$ cat config.mk
export PLATFORM = sky130hd
export DESIGN_NAME = ds18_temp_top
export DESIGN_NICKNAME = d
export VERILOG_FILES = /design/src/source/ow_pkg.sv /design/src/source/ow_slot_engine.sv /design/src/source/ow_sequencer.sv /design/src/source/temp_decode.sv /design/src/source/ds18_temp_top.sv
export VERILOG_INCLUDE_DIRS = /design/src /design/src/source
export SDC_FILE = /design/constraint.sdc
export NUM_CORES = 1
export LEC_CHECK = 0
export BUFFER_PORTS_ARGS = -buffer_cell sky130_fd_sc_hd__buf_2
export CAP_MARGIN = 20
export CORE_ASPECT_RATIO = 1.2
export CORE_MARGIN = 5
export CORE_UTILIZATION = 45
export DETAILED_ROUTE_END_ITERATION = 12
export PLACE_DENSITY = 0.71
export SETUP_SLACK_MARGIN = 0.15
export SYNTH_ARGS = -nofsm -noshare
export SYNTH_HDL_FRONTEND = slang
export SYNTH_SLANG_ARGS = --single-unit
$ cat constraint.sdc
create_clock -name clk -period 3.8 [get_ports clk]
set_input_delay 0.19 -clock clk [delete_from_list [all_inputs] [get_ports clk]]
set_output_delay 0.19 -clock clk [all_outputs]
set_load 0.01 [all_outputs]
$ cat src/source/ow_defs.svh
//--------------------------------------------------------------------
// one-wire bus timing in microseconds, clock rate, command bytes
// and the number of scratchpad bits read per round
//--------------------------------------------------------------------
`ifndef OW_DEFS_SVH
`define OW_DEFS_SVH

`define OW_CLKS_PER_US        1       // 1 MHz system clock

`define OW_RESET_LOW_US       500
`define OW_PRESENCE_SAMPLE_US 100     // release to presence sample
`define OW_RESET_RECOVER_US   400
`define OW_SLOT_US            80      // whole write slot
`define OW_WRITE1_LOW_US      1
`define OW_READ_SAMPLE_US     10      // release to read sample
`define OW_READ_RECOVER_US    55
`define OW_CONV_TIMEOUT_US    750000  // worst case 12-bit conversion

`define OW_CMD_SKIP_ROM       8'hCC
`define OW_CMD_CONVERT        8'h44
`define OW_CMD_READ_PAD       8'hBE

`define OW_READ_BITS          16

`endif

$ cat src/source/ow_pkg.sv
//--------------------------------------------------------------------
// shared types for the one-wire temperature reader
//--------------------------------------------------------------------
package ow_pkg;

  typedef logic [15:0] temp_raw_t;   // two's complement, 1/16 degC
  typedef logic [15:0] temp_bcd_t;   // sign, tens, units, tenths
  typedef logic [7:0]  ow_byte_t;
  typedef logic [19:0] us_count_t;   // wide enough for the 750 ms timeout

  typedef enum logic [1:0] {
    SLOT_RESET,
    SLOT_WRITE0,
    SLOT_WRITE1,
    SLOT_READ
  } slot_op_t;

  typedef enum logic [1:0] {
    SLOT_IDLE,
    SLOT_LOW,       // master holds the bus low
    SLOT_SAMPLE,    // released, waiting for the sample point
    SLOT_RECOVER
  } slot_state_t;

  typedef enum logic [2:0] {
    SEQ_RESET, SEQ_RESET_WAIT, SEQ_LOAD, SEQ_WRITE,
    SEQ_WRITE_WAIT, SEQ_CONVERT, SEQ_READ, SEQ_READ_WAIT
  } seq_state_t;

endpackage

$ cat src/source/ow_slot_engine.sv
//--------------------------------------------------------------------
// one-wire slot engine
// runs one reset, write-0, write-1 or read slot per request and
// returns the sampled bus level
//--------------------------------------------------------------------
`timescale 1ns/10ps
`include "ow_defs.svh"

module ow_slot_engine
  import ow_pkg::*;
(
  input  logic     clk,
  input  logic     rst_n,
  input  logic     slot_start,
  input  slot_op_t slot_op,
  input  logic     ow_sense,
  output logic     ow_drive_low,
  output logic     slot_done,
  output logic     slot_bit
);

  // phase lengths in clock cycles
  localparam us_count_t RST_LOW  = us_count_t'(`OW_RESET_LOW_US * `OW_CLKS_PER_US);
  localparam us_count_t RST_SMP  = us_count_t'(`OW_PRESENCE_SAMPLE_US * `OW_CLKS_PER_US);
  localparam us_count_t RST_REC  = us_count_t'(`OW_RESET_RECOVER_US * `OW_CLKS_PER_US);
  localparam us_count_t W0_LOW   = us_count_t'(`OW_SLOT_US * `OW_CLKS_PER_US);
  localparam us_count_t W1_LOW   = us_count_t'(`OW_WRITE1_LOW_US * `OW_CLKS_PER_US);
  localparam us_count_t W1_REC   =
    us_count_t'((`OW_SLOT_US - `OW_WRITE1_LOW_US) * `OW_CLKS_PER_US);
  localparam us_count_t RD_SMP   = us_count_t'(`OW_READ_SAMPLE_US * `OW_CLKS_PER_US);
  localparam us_count_t RD_REC   = us_count_t'(`OW_READ_RECOVER_US * `OW_CLKS_PER_US);

  slot_state_t state;
  slot_op_t    op_q;
  us_count_t   timer;
  us_count_t   low_len;
  us_count_t   smp_len;
  us_count_t   rec_len;
  logic        has_sample;

  //------------------------------------------------------------------
  // per-slot phase table
  //------------------------------------------------------------------
  always_comb
  begin
    has_sample = 1'b0;
    smp_len    = us_count_t'(1);
    case (op_q)
      SLOT_RESET:
      begin
        low_len    = RST_LOW;
        smp_len    = RST_SMP;            // presence sample
        rec_len    = RST_REC;
        has_sample = 1'b1;
      end
      SLOT_WRITE0:
      begin
        low_len = W0_LOW;
        rec_len = us_count_t'(1);        // one released cycle
      end
      SLOT_WRITE1:
      begin
        low_len = W1_LOW;
        rec_len = W1_REC;
      end
      default:
      begin
        low_len    = W1_LOW;             // read opens like a write 1
        smp_len    = RD_SMP;
        rec_len    = RD_REC;
        has_sample = 1'b1;
      end
    endcase
  end

  //------------------------------------------------------------------
  // slot FSM
  //------------------------------------------------------------------
  always_ff @(posedge clk or negedge rst_n)
  begin
    if (!rst_n)
    begin
      state        <= SLOT_IDLE;
      op_q         <= SLOT_RESET;
      timer        <= '0;
      ow_drive_low <= 1'b0;
      slot_done    <= 1'b0;
      slot_bit     <= 1'b1;
    end
    else
    begin
      slot_done <= 1'b0;
      case (state)
        SLOT_IDLE:
        begin
          if (slot_start)
          begin
            op_q         <= slot_op;
            timer        <= '0;
            ow_drive_low <= 1'b1;      // every slot starts with a falling edge
            state        <= SLOT_LOW;
          end
        end
        SLOT_LOW:
        begin
          timer <= timer + 1'b1;
          if (timer == low_len - 1'b1)
          begin
            ow_drive_low <= 1'b0;
            timer        <= '0;
            state        <= has_sample ? SLOT_SAMPLE : SLOT_RECOVER;
          end
        end
        SLOT_SAMPLE:
        begin
          timer <= timer + 1'b1;
          if (timer == smp_len - 1'b1)
          begin
            slot_bit <= ow_sense;        // 0 = presence or read 0
            timer    <= '0;
            state    <= SLOT_RECOVER;
          end
        end
        SLOT_RECOVER:
        begin
          timer <= timer + 1'b1;
          if (timer == rec_len - 1'b1)
          begin
            slot_done <= 1'b1;
            state     <= SLOT_IDLE;
          end
        end
        default: state <= SLOT_IDLE;
      endcase
    end
  end

endmodule

$ cat src/source/ow_sequencer.sv
//--------------------------------------------------------------------
// one-wire round sequencer
// reset, skip-rom, convert, wait, reset, skip-rom, read scratchpad,
// then 16 reading bits, one slot request at a time
//--------------------------------------------------------------------
`timescale 1ns/10ps
`include "ow_defs.svh"

module ow_sequencer
  import ow_pkg::*;
(
  input  logic      clk,
  input  logic      rst_n,
  input  logic      slot_done,
  input  logic      slot_bit,
  input  logic      ow_sense,
  output logic      slot_start,
  output slot_op_t  slot_op,
  output logic      raw_valid,
  output temp_raw_t raw_temp
);

  localparam us_count_t  CONV_LAST =
    us_count_t'(`OW_CONV_TIMEOUT_US * `OW_CLKS_PER_US - 1);
  localparam logic [3:0] READ_LAST = 4'(`OW_READ_BITS - 1);

  seq_state_t state;
  logic [1:0] cmd_idx;      // 0 skip, 1 convert, 2 skip, 3 read pad
  ow_byte_t   cmd_next;
  ow_byte_t   cmd_shift;
  logic [3:0] bit_cnt;
  us_count_t  conv_timer;

  always_comb
  begin
    case (cmd_idx)
      2'd1:    cmd_next = `OW_CMD_CONVERT;
      2'd3:    cmd_next = `OW_CMD_READ_PAD;
      default: cmd_next = `OW_CMD_SKIP_ROM;
    endcase
  end

  //------------------------------------------------------------------
  // round FSM
  //------------------------------------------------------------------
  always_ff @(posedge clk or negedge rst_n)
  begin
    if (!rst_n)
    begin
      state      <= SEQ_RESET;
      cmd_idx    <= 2'd0;
      bit_cnt    <= '0;
      conv_timer <= '0;
      slot_start <= 1'b0;
      slot_op    <= SLOT_RESET;
      raw_valid  <= 1'b0;
    end
    else
    begin
      slot_start <= 1'b0;
      raw_valid  <= 1'b0;
      case (state)
        SEQ_RESET:
        begin
          slot_start <= 1'b1;
          slot_op    <= SLOT_RESET;
          state      <= SEQ_RESET_WAIT;
        end
        SEQ_RESET_WAIT:
          if (slot_done)
            state <= slot_bit ? SEQ_RESET : SEQ_LOAD;   // no presence, retry
        SEQ_LOAD:
        begin
          bit_cnt <= '0;
          state   <= SEQ_WRITE;
        end
        SEQ_WRITE:
        begin
          slot_start <= 1'b1;
          slot_op    <= cmd_shift[0] ? SLOT_WRITE1 : SLOT_WRITE0;  // lsb first
          state      <= SEQ_WRITE_WAIT;
        end
        SEQ_WRITE_WAIT:
        begin
          if (slot_done)
          begin
            bit_cnt <= bit_cnt + 1'b1;
            state   <= SEQ_WRITE;
            if (bit_cnt == 4'd7)
            begin
              bit_cnt    <= '0;
              conv_timer <= '0;
              cmd_idx    <= cmd_idx + 1'b1;
              case (cmd_idx)
                2'd1:    state <= SEQ_CONVERT;
                2'd3:    state <= SEQ_READ;
                default: state <= SEQ_LOAD;
              endcase
            end
          end
        end
        SEQ_CONVERT:
        begin
          conv_timer <= conv_timer + 1'b1;
          if (ow_sense || conv_timer == CONV_LAST)   // sensor releases when done
            state <= SEQ_RESET;
        end
        SEQ_READ:
        begin
          slot_start <= 1'b1;
          slot_op    <= SLOT_READ;
          state      <= SEQ_READ_WAIT;
        end
        SEQ_READ_WAIT:
        begin
          if (slot_done)
          begin
            bit_cnt <= bit_cnt + 1'b1;
            state   <= SEQ_READ;
            if (bit_cnt == READ_LAST)
            begin
              raw_valid <= 1'b1;
              state     <= SEQ_RESET;        // next round right away
            end
          end
        end
        default: state <= SEQ_RESET;
      endcase
    end
  end

  // command and reading shift registers
  always_ff @(posedge clk)
  begin
    if (state == SEQ_LOAD)
      cmd_shift <= cmd_next;
    else if (state == SEQ_WRITE_WAIT && slot_done)
      cmd_shift <= cmd_shift >> 1;
    if (state == SEQ_READ_WAIT && slot_done)
      raw_temp <= {slot_bit, raw_temp[15:1]};    // lsb arrives first
  end

endmodule

$ cat src/source/temp_decode.sv
//--------------------------------------------------------------------
// raw reading to sign, tens, units and tenths nibbles
//--------------------------------------------------------------------
`timescale 1ns/10ps

module temp_decode
  import ow_pkg::*;
(
  input  logic      clk,
  input  logic      rst_n,
  input  logic      raw_valid,
  input  temp_raw_t raw_temp,
  output logic      temp_valid,
  output temp_bcd_t temp_bcd
);

  logic [6:0] int_part;     // whole degrees left by the 0x07ff mask
  logic [7:0] frac_x10;
  logic [3:0] sign_nib;
  logic [3:0] tens;
  logic [3:0] units;
  logic [3:0] tenths;

  always_comb
  begin
    int_part = raw_temp[10:4];
    frac_x10 = {4'b0000, raw_temp[3:0]} * 8'd10;
    sign_nib = {3'b000, raw_temp[15]};      // 1 = below zero
    tens     = 4'(int_part / 7'd10);
    units    = 4'(int_part % 7'd10);
    tenths   = frac_x10[7:4];               // (frac * 10) >> 4
  end

  always_ff @(posedge clk or negedge rst_n)
  begin
    if (!rst_n)
      temp_valid <= 1'b0;
    else
      temp_valid <= raw_valid;
  end

  // result held until the next reading
  always_ff @(posedge clk)
  begin
    if (raw_valid)
      temp_bcd <= {sign_nib, tens, units, tenths};
  end

endmodule

$ cat src/source/ds18_temp_top.sv
//--------------------------------------------------------------------
// one-wire temperature reader top
// sequencer -> slot engine on the bus, sequencer -> decode
//--------------------------------------------------------------------
`timescale 1ns/10ps

module ds18_temp_top
  import ow_pkg::*;
(
  input  logic      clk,
  input  logic      rst_n,
  input  logic      ow_sense,       // resolved bus level
  output logic      ow_drive_low,   // open drain pull-down
  output logic      temp_valid,
  output temp_bcd_t temp_bcd
);

  logic      slot_start;
  slot_op_t  slot_op;
  logic      slot_done;
  logic      slot_bit;
  logic      raw_valid;
  temp_raw_t raw_temp;

  ow_sequencer u_sequencer (
    .clk        (clk),
    .rst_n      (rst_n),
    .slot_done  (slot_done),
    .slot_bit   (slot_bit),
    .ow_sense   (ow_sense),
    .slot_start (slot_start),
    .slot_op    (slot_op),
    .raw_valid  (raw_valid),
    .raw_temp   (raw_temp)
  );

  ow_slot_engine u_slot_engine (
    .clk          (clk),
    .rst_n        (rst_n),
    .slot_start   (slot_start),
    .slot_op      (slot_op),
    .ow_sense     (ow_sense),
    .ow_drive_low (ow_drive_low),
    .slot_done    (slot_done),
    .slot_bit     (slot_bit)
  );

  temp_decode u_decode (
    .clk        (clk),
    .rst_n      (rst_n),
    .raw_valid  (raw_valid),
    .raw_temp   (raw_temp),
    .temp_valid (temp_valid),
    .temp_bcd   (temp_bcd)
  );

endmodule

### Word-level counts from Yosys, hierarchy flattened

Index checks and enable logic that the tools add are counted.

| storage, ports and cells | value |
|---|---|
| register bits | 98 |
| bits of input ports | 3 |
| output and inout bits | 18 |
| logic and storage cells | 120 |

| cells by class | value |
|---|---|
| $add $sub $neg | 7 |
| multiply operators | 1 |
| div/mod/pow operators | 2 |
| equality and inequality tests | 29 |
| muxes and demuxes | 43 |
| reduce and logical (&&, ||, !) cells | 21 |

Operators by type and width:

| kind | number |
|---|---|
| 20-bit two-way mux | 5 |
| 20-bit case mux with 4 select lines | 1 |
| 20-bit equality test | 3 |
| 20-bit by 1-bit adder with 20-bit output (second input constant) | 2 |
| 20-bit case mux with 2 select lines | 1 |
| 9-bit case mux with 3 select lines | 1 |
| 3-bit case mux with 8 select lines | 1 |
| 20-bit equality test (second input constant) | 1 |
| 9-bit by 1-bit subtractor with 10-bit output (second input constant) | 2 |
| 3-bit two-way mux | 6 |
| 9-bit case mux with 2 select lines | 1 |
| 8-bit two-way mux | 2 |
| 2-bit by 1-bit inequality test with 1-bit output (second input constant) | 8 |
| 8-bit case mux with 2 select lines | 1 |
| 7-bit case mux with 2 select lines | 1 |
| 3-bit equality test (second input constant) | 4 |
| 2-bit two-way mux | 6 |
| 4-bit two-way mux | 3 |
| 4-bit case mux with 3 select lines | 1 |
| 3-bit AND reduction | 4 |
| 1-bit two-way mux | 9 |
| 2-bit equality test (second input constant) | 4 |
| 2-bit case mux with 4 select lines | 1 |
| 4-bit AND reduction | 2 |
| other kinds (24) | 33 |

### Depth between registers and ports, before layout

Gate-level depths: netlist (run 1).

| logic depth | value |
|---|---|
| word-level depth | 7 |
| mapped depth | 9 |
| mapped depth without buffers | 8 |

### By module

A second synthesis (run 1) with hierarchy kept.

| second synthesis, totals | value |
|---|---|
| cells, all modules | 584 |
| area, all modules | 5825.6 um^2 |

By module, submodules not included:

| module | times used | cells each | area an instance (um^2) | seq. area each (um^2) |
|---|---|---|---|---|
| ow_sequencer | 1 | 256 | 2850.2 | 1546.5 |
| ow_slot_engine | 1 | 215 | 1906.8 | 676.9 |
| temp_decode | 1 | 113 | 1068.5 | 415.4 |

### Worst setup path before layout (run 1)

No wires, ideal clock.

| path | value |
|---|---|
| kind | register -> register |
| start point | reg u_slot_engine.op_q[0] |
| end point | reg u_slot_engine.timer[5] |
| setup time | 121 ps |
| arrival | 2229 ps |
| data required time | 3679 ps |
| path slack | 1450 ps |
| stages on the path, launching flop included | 9 |
| buffers on the path | 1 |
| clock period less this slack | 2350 ps |
| cells stage by stage | dfrtp_1 > ha_1 > or4_1 > o21a_1 > o31ai_4 > a31oi_2 > buf_6 > a21o_1 > a22o_1 |

| between the ends | value |
|---|---|
| word-level cells in the longest chain between the ends | 7 |
| elaborated cells between the ends (all ways) | 13 |
| classes of those cells | 2 x add/sub; 4 x eq/ne; 5 x mux; 2 x reduce/logical |

Ends and longest elaborated chain:

| item | RTL line | source |
|---|---|---|
| from (decl) | ow_slot_engine.sv:34 | `slot_op_t op_q;` |
| from (signal assigned) | ow_slot_engine.sv:98 | `op_q <= slot_op;` |
| 2-bit by 1-bit equality test with 1-bit output / 2-bit equality test (equally long branches) | ow_slot_engine.sv:48 | `case (op_q)` |
| 2-bit OR reduction (no line) | - |  |
| 7-bit case mux with 2 select lines | ow_slot_engine.sv:48 |  |
| 7-bit by 1-bit subtractor with 8-bit output | ow_slot_engine.sv:117 | `if (timer == smp_len - 1'b1)` |
| 20-bit equality test | ow_slot_engine.sv:117 |  |
| 20-bit two-way mux | ow_slot_engine.sv:117 |  |
| 20-bit case mux with 4 select lines * | ow_slot_engine.sv:93 | `case (state)` |
| to (signal assigned) | ow_slot_engine.sv:106 | `timer <= timer + 1'b1;` |
| to (signal assigned) | ow_slot_engine.sv:116 | `timer <= timer + 1'b1;` |
| to (signal assigned) | ow_slot_engine.sv:126 | `timer <= timer + 1'b1;` |
| to (decl) | ow_slot_engine.sv:35 | `us_count_t timer;` |

Every way passes the cells marked *; elsewhere a longest branch is shown, timed or not.
A chain may end at the register's enable or synchronous reset.

### Worst setup path after layout (run 1)

| path | value |
|---|---|
| start point | reg u_slot_engine.op_q[0] |
| end point | reg u_slot_engine.timer[15] |

Same word-level chain as after synthesis.

==> run metrics, run 1 <==
status completed; GRT Overall Usage 0.1560; Hold Slack between 0.1 and 0.15 ns; overall die width around 110 microns; clk buf depth 2; Initial DRC Count 196; CP Data Arrival Time approximately 3.3 ns; IO buf count 17; final hold vios 0; vias in the first global route a little under 4000; count leader, synth dfrtp_1; post-CTS setup buffers 0; Core Util, Final 0.5022; post-synthesis cell type count 66; CTS Root Cell clkbuf_16; max_cap viols 0; Leak roughly 2.3 nW; Starting Density 0.4599; largest net degree at the start of global routing 40; top_reg_cell synth dfrtp_1; first-pass GRT wire length ~18 mm; post-synthesis cell area roughly 5300 sq um; worst hold start ow_sense; Final Wtd Congestion between 0.8 and 0.9; CP startpoint kind register; Ant. Diodes 0; Die ar. 14170 sq um; Tmin final 3.045 ns; Total Wirelength about 10 mm; Post-synth EDFFs 37; grt ovf 0; skew final approximately 0.0042 ns; final setup fails 0; clock sinks between 90 and 100; nets 570; layout cells sized above 1 0.08727; RSZ-0062 raised after global routing false; clock transition at the registers of the reported paths approximately 0.07 ns; crit path from u_slot_engine.op_q[0]$_DFFE_PN0P_; Via density 5.634; Hold/Removal Path Class in -> reg; Max transition margin 0.5553; sequential area share after synthesis 0.4937; Post-synth top cells dfrtp_1 (60), nand2_1 (54), edfxtp_1 (37); DRC 0; critical path type reg -> reg; DR pass1 iterations 4; fin crit share 0.8012; P per Cell Area 439.8 nW/um^2; TritonCTS buffer count 9; total power 2.567 mW; synth top area cells dfrtp_1 (28%), edfxtp_1 (21%), ha_1 (4.9%); Mapped Avg Cell Area 9.935 sq um; async set-or-reset flop fraction in the synthesized netlist 0.6224; Ports 21; max-slew violation count 0; core area ~12000 sq um; antenna violations before repair 0; synthesized flop and latch total 98; Post-Syn Instances roughly 540; total number of vias approximately 4000; CP Capture Type register; setup_tns 0 ns; area growth from synthesis to layout 9.176%; area leader, netlist dfrtp_1; htree depth 3; # rows between 40 and 50; CTS tree yes; post-synth top area share 0.2809; FF-to-FF Start u_slot_engine.op_q[0]$_DFFE_PN0P_; wire length per cell 14.65 microns; Die H roughly 130 microns; achievable frequency between 300 and 400 MHz; CTS resizes 0; # fillers about 1100; fin cells around 710; Worst-Margin Slew about 0.67 ns; clk_lat worst skew 0.35 ns; CP Max Fanout 13; number of cells after detailed placement roughly 700; Worst EP required 4.02 ns; Post-DP HPWL roughly 7.2 mm; synth warn 0; Peak supply drop around 0.22 mV; Post-CTS Hold Fix Bufs 1; final antenna-violating net count 0
## report_power, final
part	internal (mW)	total [mW]	switching [mW]
combinational	0.182	0.510	0.328
sequential	1.13	1.19	0.0601
clock	0.455	0.871	0.415
## worst max-delay path, cell delays in order (launching register included)
cell and delay, ns:
dfrtp_1 0.45, inv_1 0.12, ha_1 0.35, nor4b_1 0.16, nor3_1 0.29, a21oi_1 0.17
a31oi_2 0.60, nand2_1 0.38, o311ai_0 0.41
## per-stage QoR
step / instance area, sq um / worst slack [ns]
floorplan: 5353 / 1.450
global placement: 5540 / 0.9538
detailed placement: 5540 / 0.7584
CTS: 5836 / 0.7351
global route: 5836 / 0.4849
finish: 5836 / 0.7555
## flip-flops by register name, indices dropped and copies added, names as in the netlist, 3 cells and up
| signal | cells |
|---|---|
| u_decode.temp_bcd | 13 |
| u_sequencer.bit_cnt | 4 |
| u_sequencer.cmd_shift | 8 |
| u_sequencer.conv_timer | 20 |
| u_sequencer.raw_temp | 16 |
| u_sequencer.state | 3 |
| u_slot_engine.timer | 20 |
## cell type report
class / count / area, sq um / area share
Timing Repair Buffer: 24 / 140.1 / 0.02401
Sequential cell: 98 / 2639 / 0.4522
Clock buffer: 9 / 225.2 / 0.03859
Clock inverter: 7 / 60.06 / 0.01029
Inverter: 23 / 86.33 / 0.01479
Tap cell: 157 / 196.4 / 0.03366
Multi-Input combinational cell: 389 / 2489 / 0.4265
## cells in the final DEF (no fill, tap or decap), types with 6 or more instances in the layout
| master | count |
|---|---|
| a21oi_1 | 20 |
| a22o_1 | 8 |
| and3_1 | 10 |
| buf_2 | 17 |
| buf_4 | 6 |
| clkbuf_16 | 9 |
| dfrtp_1 | 60 |
| edfxtp_1 | 37 |
| ha_1 | 21 |
| inv_1 | 23 |
| nand2_1 | 54 |
| nand3_1 | 32 |
| nand4_1 | 11 |
| nor2_1 | 34 |
| nor2b_1 | 11 |
| nor3_1 | 12 |
| nor4_1 | 7 |
| o21ai_0 | 34 |
| o22ai_1 | 7 |
| o311ai_1 | 6 |
| or3_1 | 7 |
| xnor2_1 | 15 |
| xor2_1 | 9 |
## worst paths after layout
path                       depth (start not counted)  slack (ns)                                  end
setup reg to reg                                   8        0.76  u_slot_engine.timer[15]$_DFFE_PN0N_
hold / removal                                     2        0.11   u_slot_engine.slot_bit$_DFFE_PN1P_
setup / recovery                                   8        0.76  u_slot_engine.timer[15]$_DFFE_PN0N_
max in group asynchronous                          3        2.54   u_slot_engine.slot_bit$_DFFE_PN1P_
min in group asynchronous                          2        0.35  u_slot_engine.timer[12]$_DFFE_PN0N_
hold reg to reg                                    0        0.43   u_sequencer.raw_temp[10]$_DFFE_PP_
## per-layer routing
| metal | routed length, microns | GRT usage | up-vias |
|---|---|---|---|
| met2 | 5233 | 0.2688 | 61 |
| met1 | 4616 | 0.1928 | 1918 |
| met5 | 0 | 0 | - |
| li1 | - | - | 1988 |
| met4 | 214 | 0.06970 | 0 |
| met3 | 292 | 0.02292 | 16 |
## cell families (layout without fill, tap and decap cells)
kind of cell             Yosys count  after routing  share of synthesized area
AND/OR/NAND/NOR                  208            208                     0.2001
AO/OA/AOI/OAI                    126            126                     0.1582
flip-flops                        98             98                     0.4937
buffers and inverters             53             63                    0.04307
XOR/XNOR                          24             24                    0.03933
adder cells (fa/ha/maj)           23             23                    0.05478
multiplexers                       5              5                    0.01007
other                              1              3                  0.0007016
Note: power is estimated with default switching activity, not from simulation.
==> inputs of run 2 (changes only) <==
--- a/config.mk
+++ b/config.mk
@@ -6,13 +6,14 @@
 export SDC_FILE = /design/constraint.sdc
 export NUM_CORES = 1
 export LEC_CHECK = 0
+export ABC_AREA = 1
 export BUFFER_PORTS_ARGS = -buffer_cell sky130_fd_sc_hd__buf_2
 export CAP_MARGIN = 20
 export CORE_ASPECT_RATIO = 1.2
 export CORE_MARGIN = 5
 export CORE_UTILIZATION = 45
 export DETAILED_ROUTE_END_ITERATION = 12
-export PLACE_DENSITY = 0.71
+export PLACE_DENSITY = 0.73
 export SETUP_SLACK_MARGIN = 0.15
 export SYNTH_ARGS = -nofsm -noshare
 export SYNTH_HDL_FRONTEND = slang
==> constraint.sdc (replaced) <==
create_clock -name clk -period 2.65 [get_ports clk]
set_input_delay 0.1325 -clock clk [delete_from_list [all_inputs] [get_ports clk]]
set_output_delay 0.1325 -clock clk [all_outputs]
set_load 0.01 [all_outputs]
==> run metrics, run 2 <==
first-pass GRT wire length 19.53 mm (+9.2%); antenna violations before repair 0 (unchanged); GRT Overall Usage 0.1625 (+0.006528); Total Wirelength 11.39 mm (+10%); Worst-Margin Slew 0.7220 ns (+0.05703 ns); achievable frequency 425.4 MHz (+30%); commonest non-fill, non-tap cells in the layout nand2_1 (122), inv_1 (87), dfrtp_1 (60); CP Max Fanout 5 (-8); clk_lat worst skew 0.34 ns (about the same); fin cells 823 (+16%); clk buf depth 2 (unchanged); P per Cell Area 490.9 nW/um^2 (+12%); Ports 21 (unchanged); # fillers 1092 (-0.18%); Post-synth top cells nand2_1 (123), inv_1 (89), dfrtp_1 (60); area leader, netlist dfrtp_1; vias in the first global route 4226 (+8.3%); fin crit share 0.8870 (+0.08580); largest registers u_sequencer.conv_timer: 20 flops, u_slot_engine.timer: 20 flops, u_sequencer.raw_temp: 16 flops; critical path's largest stage delay 0.42 ns (-0.18 ns); synth top area cells dfrtp_1 (27%), edfxtp_1 (20%), nand2_1 (8.4%); overall die width 110.6 microns (+1.0%); area occupied by multi-input gates 2435 sq um (-2.2%); status completed; area growth from synthesis to layout 11.98%; Post-DP HPWL 8.135 mm (+12%); DR pass1 iterations 5 (+1); TritonCTS buffer count 9 (unchanged); CP max-delay cell edfxtp_1; Seq. cell area 2639 sq um (unchanged); clock sinks 98 (unchanged); CTS Root Cell clkbuf_16; IO buf count 17 (unchanged); Starting Density 0.4553 (-0.004673); final antenna-violating net count 0 (unchanged); setup_tns 0 ns (unchanged); CTS tree yes; layout cells sized above 1 0.1148 (+0.02753); Mapped Avg Cell Area 8.646 sq um (-13%); wire length per cell 13.84 microns (-5.5%); post-synthesis cell area 5464 sq um (+2.2%); sequential area share after synthesis 0.4829 (-0.01074); largest net degree at the start of global routing 35 (-13%); critical path type reg -> reg; post-synthesis cell type count 52 (-21%); max_cap viols 0 (unchanged); Reg2Reg Setup Slack 0.30 ns (-0.46 ns); Peak supply drop 0.3045 mV (+41%); Die ar. 14460 sq um (+2.0%); Ant. Diodes 0 (unchanged); final setup fails 0 (unchanged); CP most frequent cell nand2_1; Leak 2.660 nW (+15%); synthesized flop and latch total 98 (unchanged); grt ovf 0 (unchanged); DRC 0 (unchanged); Worst EP required 2.76 ns (-1.26 ns); Initial DRC Count 259 (+32%); CP Capture Type register; synth warn 0 (unchanged); # rows 44 (+2.3%); CP Data Arrival Time 2.46 ns (-0.81 ns); skew final 0.007877 ns (+0.003708 ns); Post-Syn Instances 632 (+17%); Via density 5.293 (-6.0%); Hold/Removal Path Class in -> reg; htree depth 3 (unchanged); Die H 130.7 microns (+1.0%); final hold vios 0 (unchanged); Post-synth EDFFs 37 (unchanged); RSZ-0062 raised after global routing true; Final Wtd Congestion 0.9044 (+3.2%); top_reg_cell synth dfrtp_1; Max transition margin 0.5186 (-0.03661); count leader, synth nand2_1; max-slew violation count 0 (unchanged); async set-or-reset flop fraction in the synthesized netlist 0.6224 (unchanged); clock transition at the registers of the reported paths 0.07 ns (about the same); total number of vias 4356 (+9.4%); core area 12000 sq um (+3.3%); number of cells after detailed placement 802 (+16%); CP startpoint kind register; post-synth top area share 0.2748 (-0.006111); critical-path cell list inv_2 > nand3_1 > nand3_1 > nand2_2 > nand2_1 > nand2_1 > nand3_1 > nand2_1 > nand2_1 > nand2_1 > nand2_1 > inv_1 > ha_1 > inv_1 > nand3_2 > nand4_1 > nand2_1; most common cell after layout, fill and taps aside nand2_1; nets 682 (+20%); Tmin final 2.351 ns (-0.6940 ns)
-- run 2: changes by cell type after synthesis, moves of 9 or more --
cell and change:
and3_1 -9, clkbuf_1 -13, inv_1 +66, nand2_1 +69
nand4_1 +10, nor2_1 +17, nor2b_1 -11, xnor2_1 -11
xor2_1 +15
-- run 2: logic make-up after synthesis --
logic type / after synthesis / share of synthesized area
adders and majority gates: 22 / 0.05175
muxes: 1 / 0.001832
and+or+nand+nor: 289 / 0.2482
other: 1 / 0.0006863
buffers and inverters: 107 / 0.07809
xor gates and xnor gates: 28 / 0.04488
DFF: 98 / 0.4829
AOI/OAI and AO/OA: 86 / 0.09160
-- run 2: layout make-up --
cell class	instances	share of cell area
Timing Repair Buffer	28	0.02986
Multi-Input combinational cell	429	0.3980
Inverter	91	0.05583
Sequential cell	98	0.4313
Clock buffer	10	0.03742
Clock inverter	6	0.01472
Tap cell	161	0.03292
-- run 2: worst paths after layout --
kind,startpoint,endpoint,cells past startpoint
min reg2reg,u_sequencer.raw_temp[12]$_DFFE_PP_,u_sequencer.raw_temp[11]$_DFFE_PP_,0
min in group asynchronous,rst_n,u_slot_engine.timer[7]$_DFFE_PN0N_,2
max,u_sequencer.raw_temp[8]$_DFFE_PP_,u_decode.temp_bcd[6]$_DFFE_PP_,17
max reg2reg,u_sequencer.raw_temp[8]$_DFFE_PP_,u_decode.temp_bcd[6]$_DFFE_PP_,17
min,ow_sense,u_slot_engine.slot_bit$_DFFE_PN1P_,3
max in group asynchronous,rst_n,u_slot_engine.slot_bit$_DFFE_PN1P_,3
-- run 2: timing repair --
item / CTS / global route
hold endpoints to repair: 27 / 0
hold buffers: 1 / 0
setup endpoints to repair: 0 / 12
gates resized for setup: 0 / 9
buffers inserted: 0 / 4
-- run 2: power by group --
| part | leakage, nW | switching (mW) | internal, mW |
|---|---|---|---|
| Combinational | 1.43 | 0.0217 | 0.00501 |
| Clock | 0.159 | 0.578 | 0.835 |
| Sequential | 1.07 | 0 | 1.56 |
| Total | 2.66 | 0.600 | 2.40 |
-- run 2: per-stage QoR --
step                      total power [mW]  area, sq um  setup slack [ns]  hold slack, ns  utilization
after CTS                            3.040         6060            0.2570         0.02217       0.5049
final                                3.004         6118            0.2995         0.03872       0.5098
after global routing                 3.113         6118           0.06471         0.03919       0.5098
after floorplan                      1.600         5472            0.3767         -0.1631            -
after detailed placement             1.622         5731            0.2697          0.2272       0.4775
after global placement               1.621         5731            0.4492          0.2220       0.4775
-- run 2: worst max-delay path: cells and delay by family, from the launching register on --
family | cells | cell delay [ns]
buf+inv | 3 | 0.22
simple gates | 13 | 1.29
fa+ha+maj | 1 | 0.18
flops | 1 | 0.42
-- run 2: routing by layer --
metal	GRT usage	wire (microns)	vias up	part of all wire
met5	0	0	-	0
met4	0.06159	235	0	0.021
met3	0.03178	481	26	0.042
met2	0.3014	5898	122	0.52
met1	0.1870	4771	2059	0.42
li1	-	-	2149	-
==> inputs of run 3 (changes only) <==
--- a/config.mk
+++ b/config.mk
@@ -13,7 +13,8 @@
 export CORE_MARGIN = 5
 export CORE_UTILIZATION = 45
 export DETAILED_ROUTE_END_ITERATION = 12
-export PLACE_DENSITY = 0.73
+export MAX_ROUTING_LAYER = met4
+export PLACE_DENSITY = 0.71
 export SETUP_SLACK_MARGIN = 0.15
 export SYNTH_ARGS = -nofsm -noshare
 export SYNTH_HDL_FRONTEND = slang
==> constraint.sdc (replaced) <==
create_clock -name clk -period 2.6 [get_ports clk]
set_input_delay 0.13 -clock clk [delete_from_list [all_inputs] [get_ports clk]]
set_output_delay 0.13 -clock clk [all_outputs]
set_load 0.01 [all_outputs]
==> run metrics, run 3 (synthesized netlist as in run 2, its figures left out) <==
status completed; part of the power in combinational logic 0.008 (about the same); Int Power 2.359 mW (-1.8%); total power 2.983 mW (-0.69%); final antenna-violating net count 0 (unchanged); Peak supply drop 0.2765 mV (-9.2%); clk buf depth 2 (unchanged); CP startpoint kind register; Reg2Reg Setup Slack 0.35 ns (+0.05 ns); largest net degree at the start of global routing 39 (+11%); Worst EP required 2.71 ns (-0.05 ns); DRC 0 (unchanged); FF-to-FF Start u_sequencer.raw_temp[10]$_DFFE_PP_; Total Wirelength 11.09 mm (-2.6%); critical path type reg -> reg; total number of vias 4261 (-2.2%); crit path from u_sequencer.raw_temp[10]$_DFFE_PP_; Via density 5.177 (-2.2%); achievable frequency 443.7 MHz (+4.3%); nets 682 (unchanged); Post-DP HPWL 8.103 mm (-0.40%); htree depth 3 (unchanged); fin crit share 0.8668 (-0.02022); Initial DRC Count 238 (-8.1%); capturing point of the worst reg2reg path u_decode.temp_bcd[6]$_DFFE_PP_; grt ovf 0 (unchanged); sequential share of power 0.534 (+0.013); CTS tree yes; Critical Path End u_decode.temp_bcd[6]$_DFFE_PP_; Sw Ratio 0.2090 (+0.009212); P per Cell Area 487.0 nW/um^2 (-0.79%); Clock Power Share 0.457 (-0.014); number of cells after detailed placement 804 (+0.25%); Tmin final 2.254 ns (-0.09692 ns); RSZ-0062 raised after global routing true; DR pass1 iterations 5 (unchanged); final setup fails 0 (unchanged); Die H 130.7 microns (unchanged); Area after DPL 5733 sq um (about the same); largest registers u_sequencer.conv_timer: 20 flops, u_slot_engine.timer: 20 flops, u_sequencer.raw_temp: 16 flops; IO buf count 17 (unchanged); skew final 0.006504 ns (-0.001373 ns); Die ar. 14460 sq um (unchanged); CP Data Arrival Time 2.36 ns (-0.10 ns); Final Wtd Congestion 0.8664 (-4.2%); Ports 21 (unchanged); core area 12000 sq um (unchanged); pre-CTS setup slack 0.2393 ns (-0.03040 ns); clock sinks 98 (unchanged); overall die width 110.6 microns (unchanged); first-pass GRT wire length 18.87 mm (-3.4%); Worst-Margin Slew 0.8442 ns (+0.1222 ns); max_cap viols 0 (unchanged); final hold vios 0 (unchanged); max-slew violation count 0 (unchanged); Ant. Diodes 0 (unchanged); commonest non-fill, non-tap cells in the layout nand2_1 (119), inv_1 (87), dfrtp_1 (60); GRT Overall Usage 0.1609 (-0.001633); clk_lat worst skew 0.35 ns (about the same); CTS Root Cell clkbuf_16; fin cells 823 (unchanged); Starting Density 0.4553 (unchanged); TritonCTS buffer count 9 (unchanged); Psw 0.6234 mW (+3.9%); # fillers 1145 (+4.9%); # rows 44 (unchanged); Max transition margin 0.4372 (-0.08147); CP Max Fanout 5 (unchanged); area growth from synthesis to layout 12.09%; Worst Slack Setup Final 0.3464 ns (+0.04692 ns); Leak 2.644 nW (-0.63%); wire length per cell 13.48 microns (-2.6%); R2R depth 17 (unchanged); Non-Filler Cell Area, Final 6125 sq um (+0.10%); Hold/Removal Path Class in -> reg; vias in the first global route 4163 (-1.5%); most common cell after layout, fill and taps aside nand2_1; layout cells sized above 1 0.1284 (+0.01360); clock transition at the registers of the reported paths 0.07 ns (about the same); CP Capture Type register; setup_tns 0 ns (unchanged); antenna violations before repair 0 (unchanged)
run 3: power by group through the flow:
| stage | logic, mW | registers [mW] | clock network (mW) |
|---|---|---|---|
| global placement | 0.0255 | 1.63 | 0 |
| floorplan | 0.00525 | 1.63 | 0 |
| CTS | 0.0274 | 1.59 | 1.40 |
| global route | 0.0306 | 1.59 | 1.46 |
| finish | 0.0252 | 1.59 | 1.36 |
| detailed placement | 0.0264 | 1.63 | 0 |
run 3: how the worst min path moves through the flow:
stage                     startpoint                                  end  slack [ns]  cells past startpoint
after floorplan                rst_n        u_decode.temp_valid$_DFF_PN0_       -0.17                      0
after global placement         rst_n  u_slot_engine.timer[10]$_DFFE_PN0N_        0.29                      1
after detailed placement       rst_n   u_slot_engine.timer[9]$_DFFE_PN0N_        0.30                      1
after CTS                   ow_sense   u_slot_engine.slot_bit$_DFFE_PN1P_        0.03                      3
final                       ow_sense   u_slot_engine.slot_bit$_DFFE_PN1P_        0.03                      3
after global routing        ow_sense   u_slot_engine.slot_bit$_DFFE_PN1P_        0.05                      3
run 3: layout make-up:
class	instances	area, sq um	area share
Sequential cell	98	2639	0.4308
Multi-Input combinational cell	429	2470	0.4033
Inverter	91	341.6	0.05577
Clock buffer	10	229.0	0.03739
Tap cell	161	201.4	0.03289
Timing Repair Buffer	28	170.2	0.02778
Clock inverter	6	73.82	0.01205
run 3: timing repair:
action	CTS	global route
gates resized for setup	0	20
hold endpoints to repair	36	0
hold buffers	1	0
buffers inserted	0	2
endpoints found under the setup margin	0	15
run 3: stage by stage:
stage / util / hold WS [ns]
floorplan: - / -0.1656
global placement: 0.4777 / 0.2878
detailed placement: 0.4777 / 0.3017
CTS: 0.5038 / 0.02845
global route: 0.5103 / 0.05433
finish: 0.5103 / 0.03391
run 3: critical path: stages, from the launching register on:
cell	delay (ns)
edfxtp_1	0.46
nand3_1	0.16
nand3_2	0.11
nand2_4	0.12
nand2_2	0.08
nand2_2	0.09
nand3_2	0.08
nand2_1	0.11
nand2_2	0.07
nand2_1	0.07
nand2_1	0.07
inv_1	0.06
ha_1	0.15
inv_1	0.05
nand3_2	0.10
nand3_2	0.10
nand2_1	0.10
nand2_1	0.05
run 3: metal layers:
metal,track usage,up-vias,share of wire
met1,0.1903,2008,0.44
met2,0.2775,88,0.51
met3,0.02994,16,0.034
met4,0.05797,0,0.016
li1,-,2149,-
met5,-,-,0
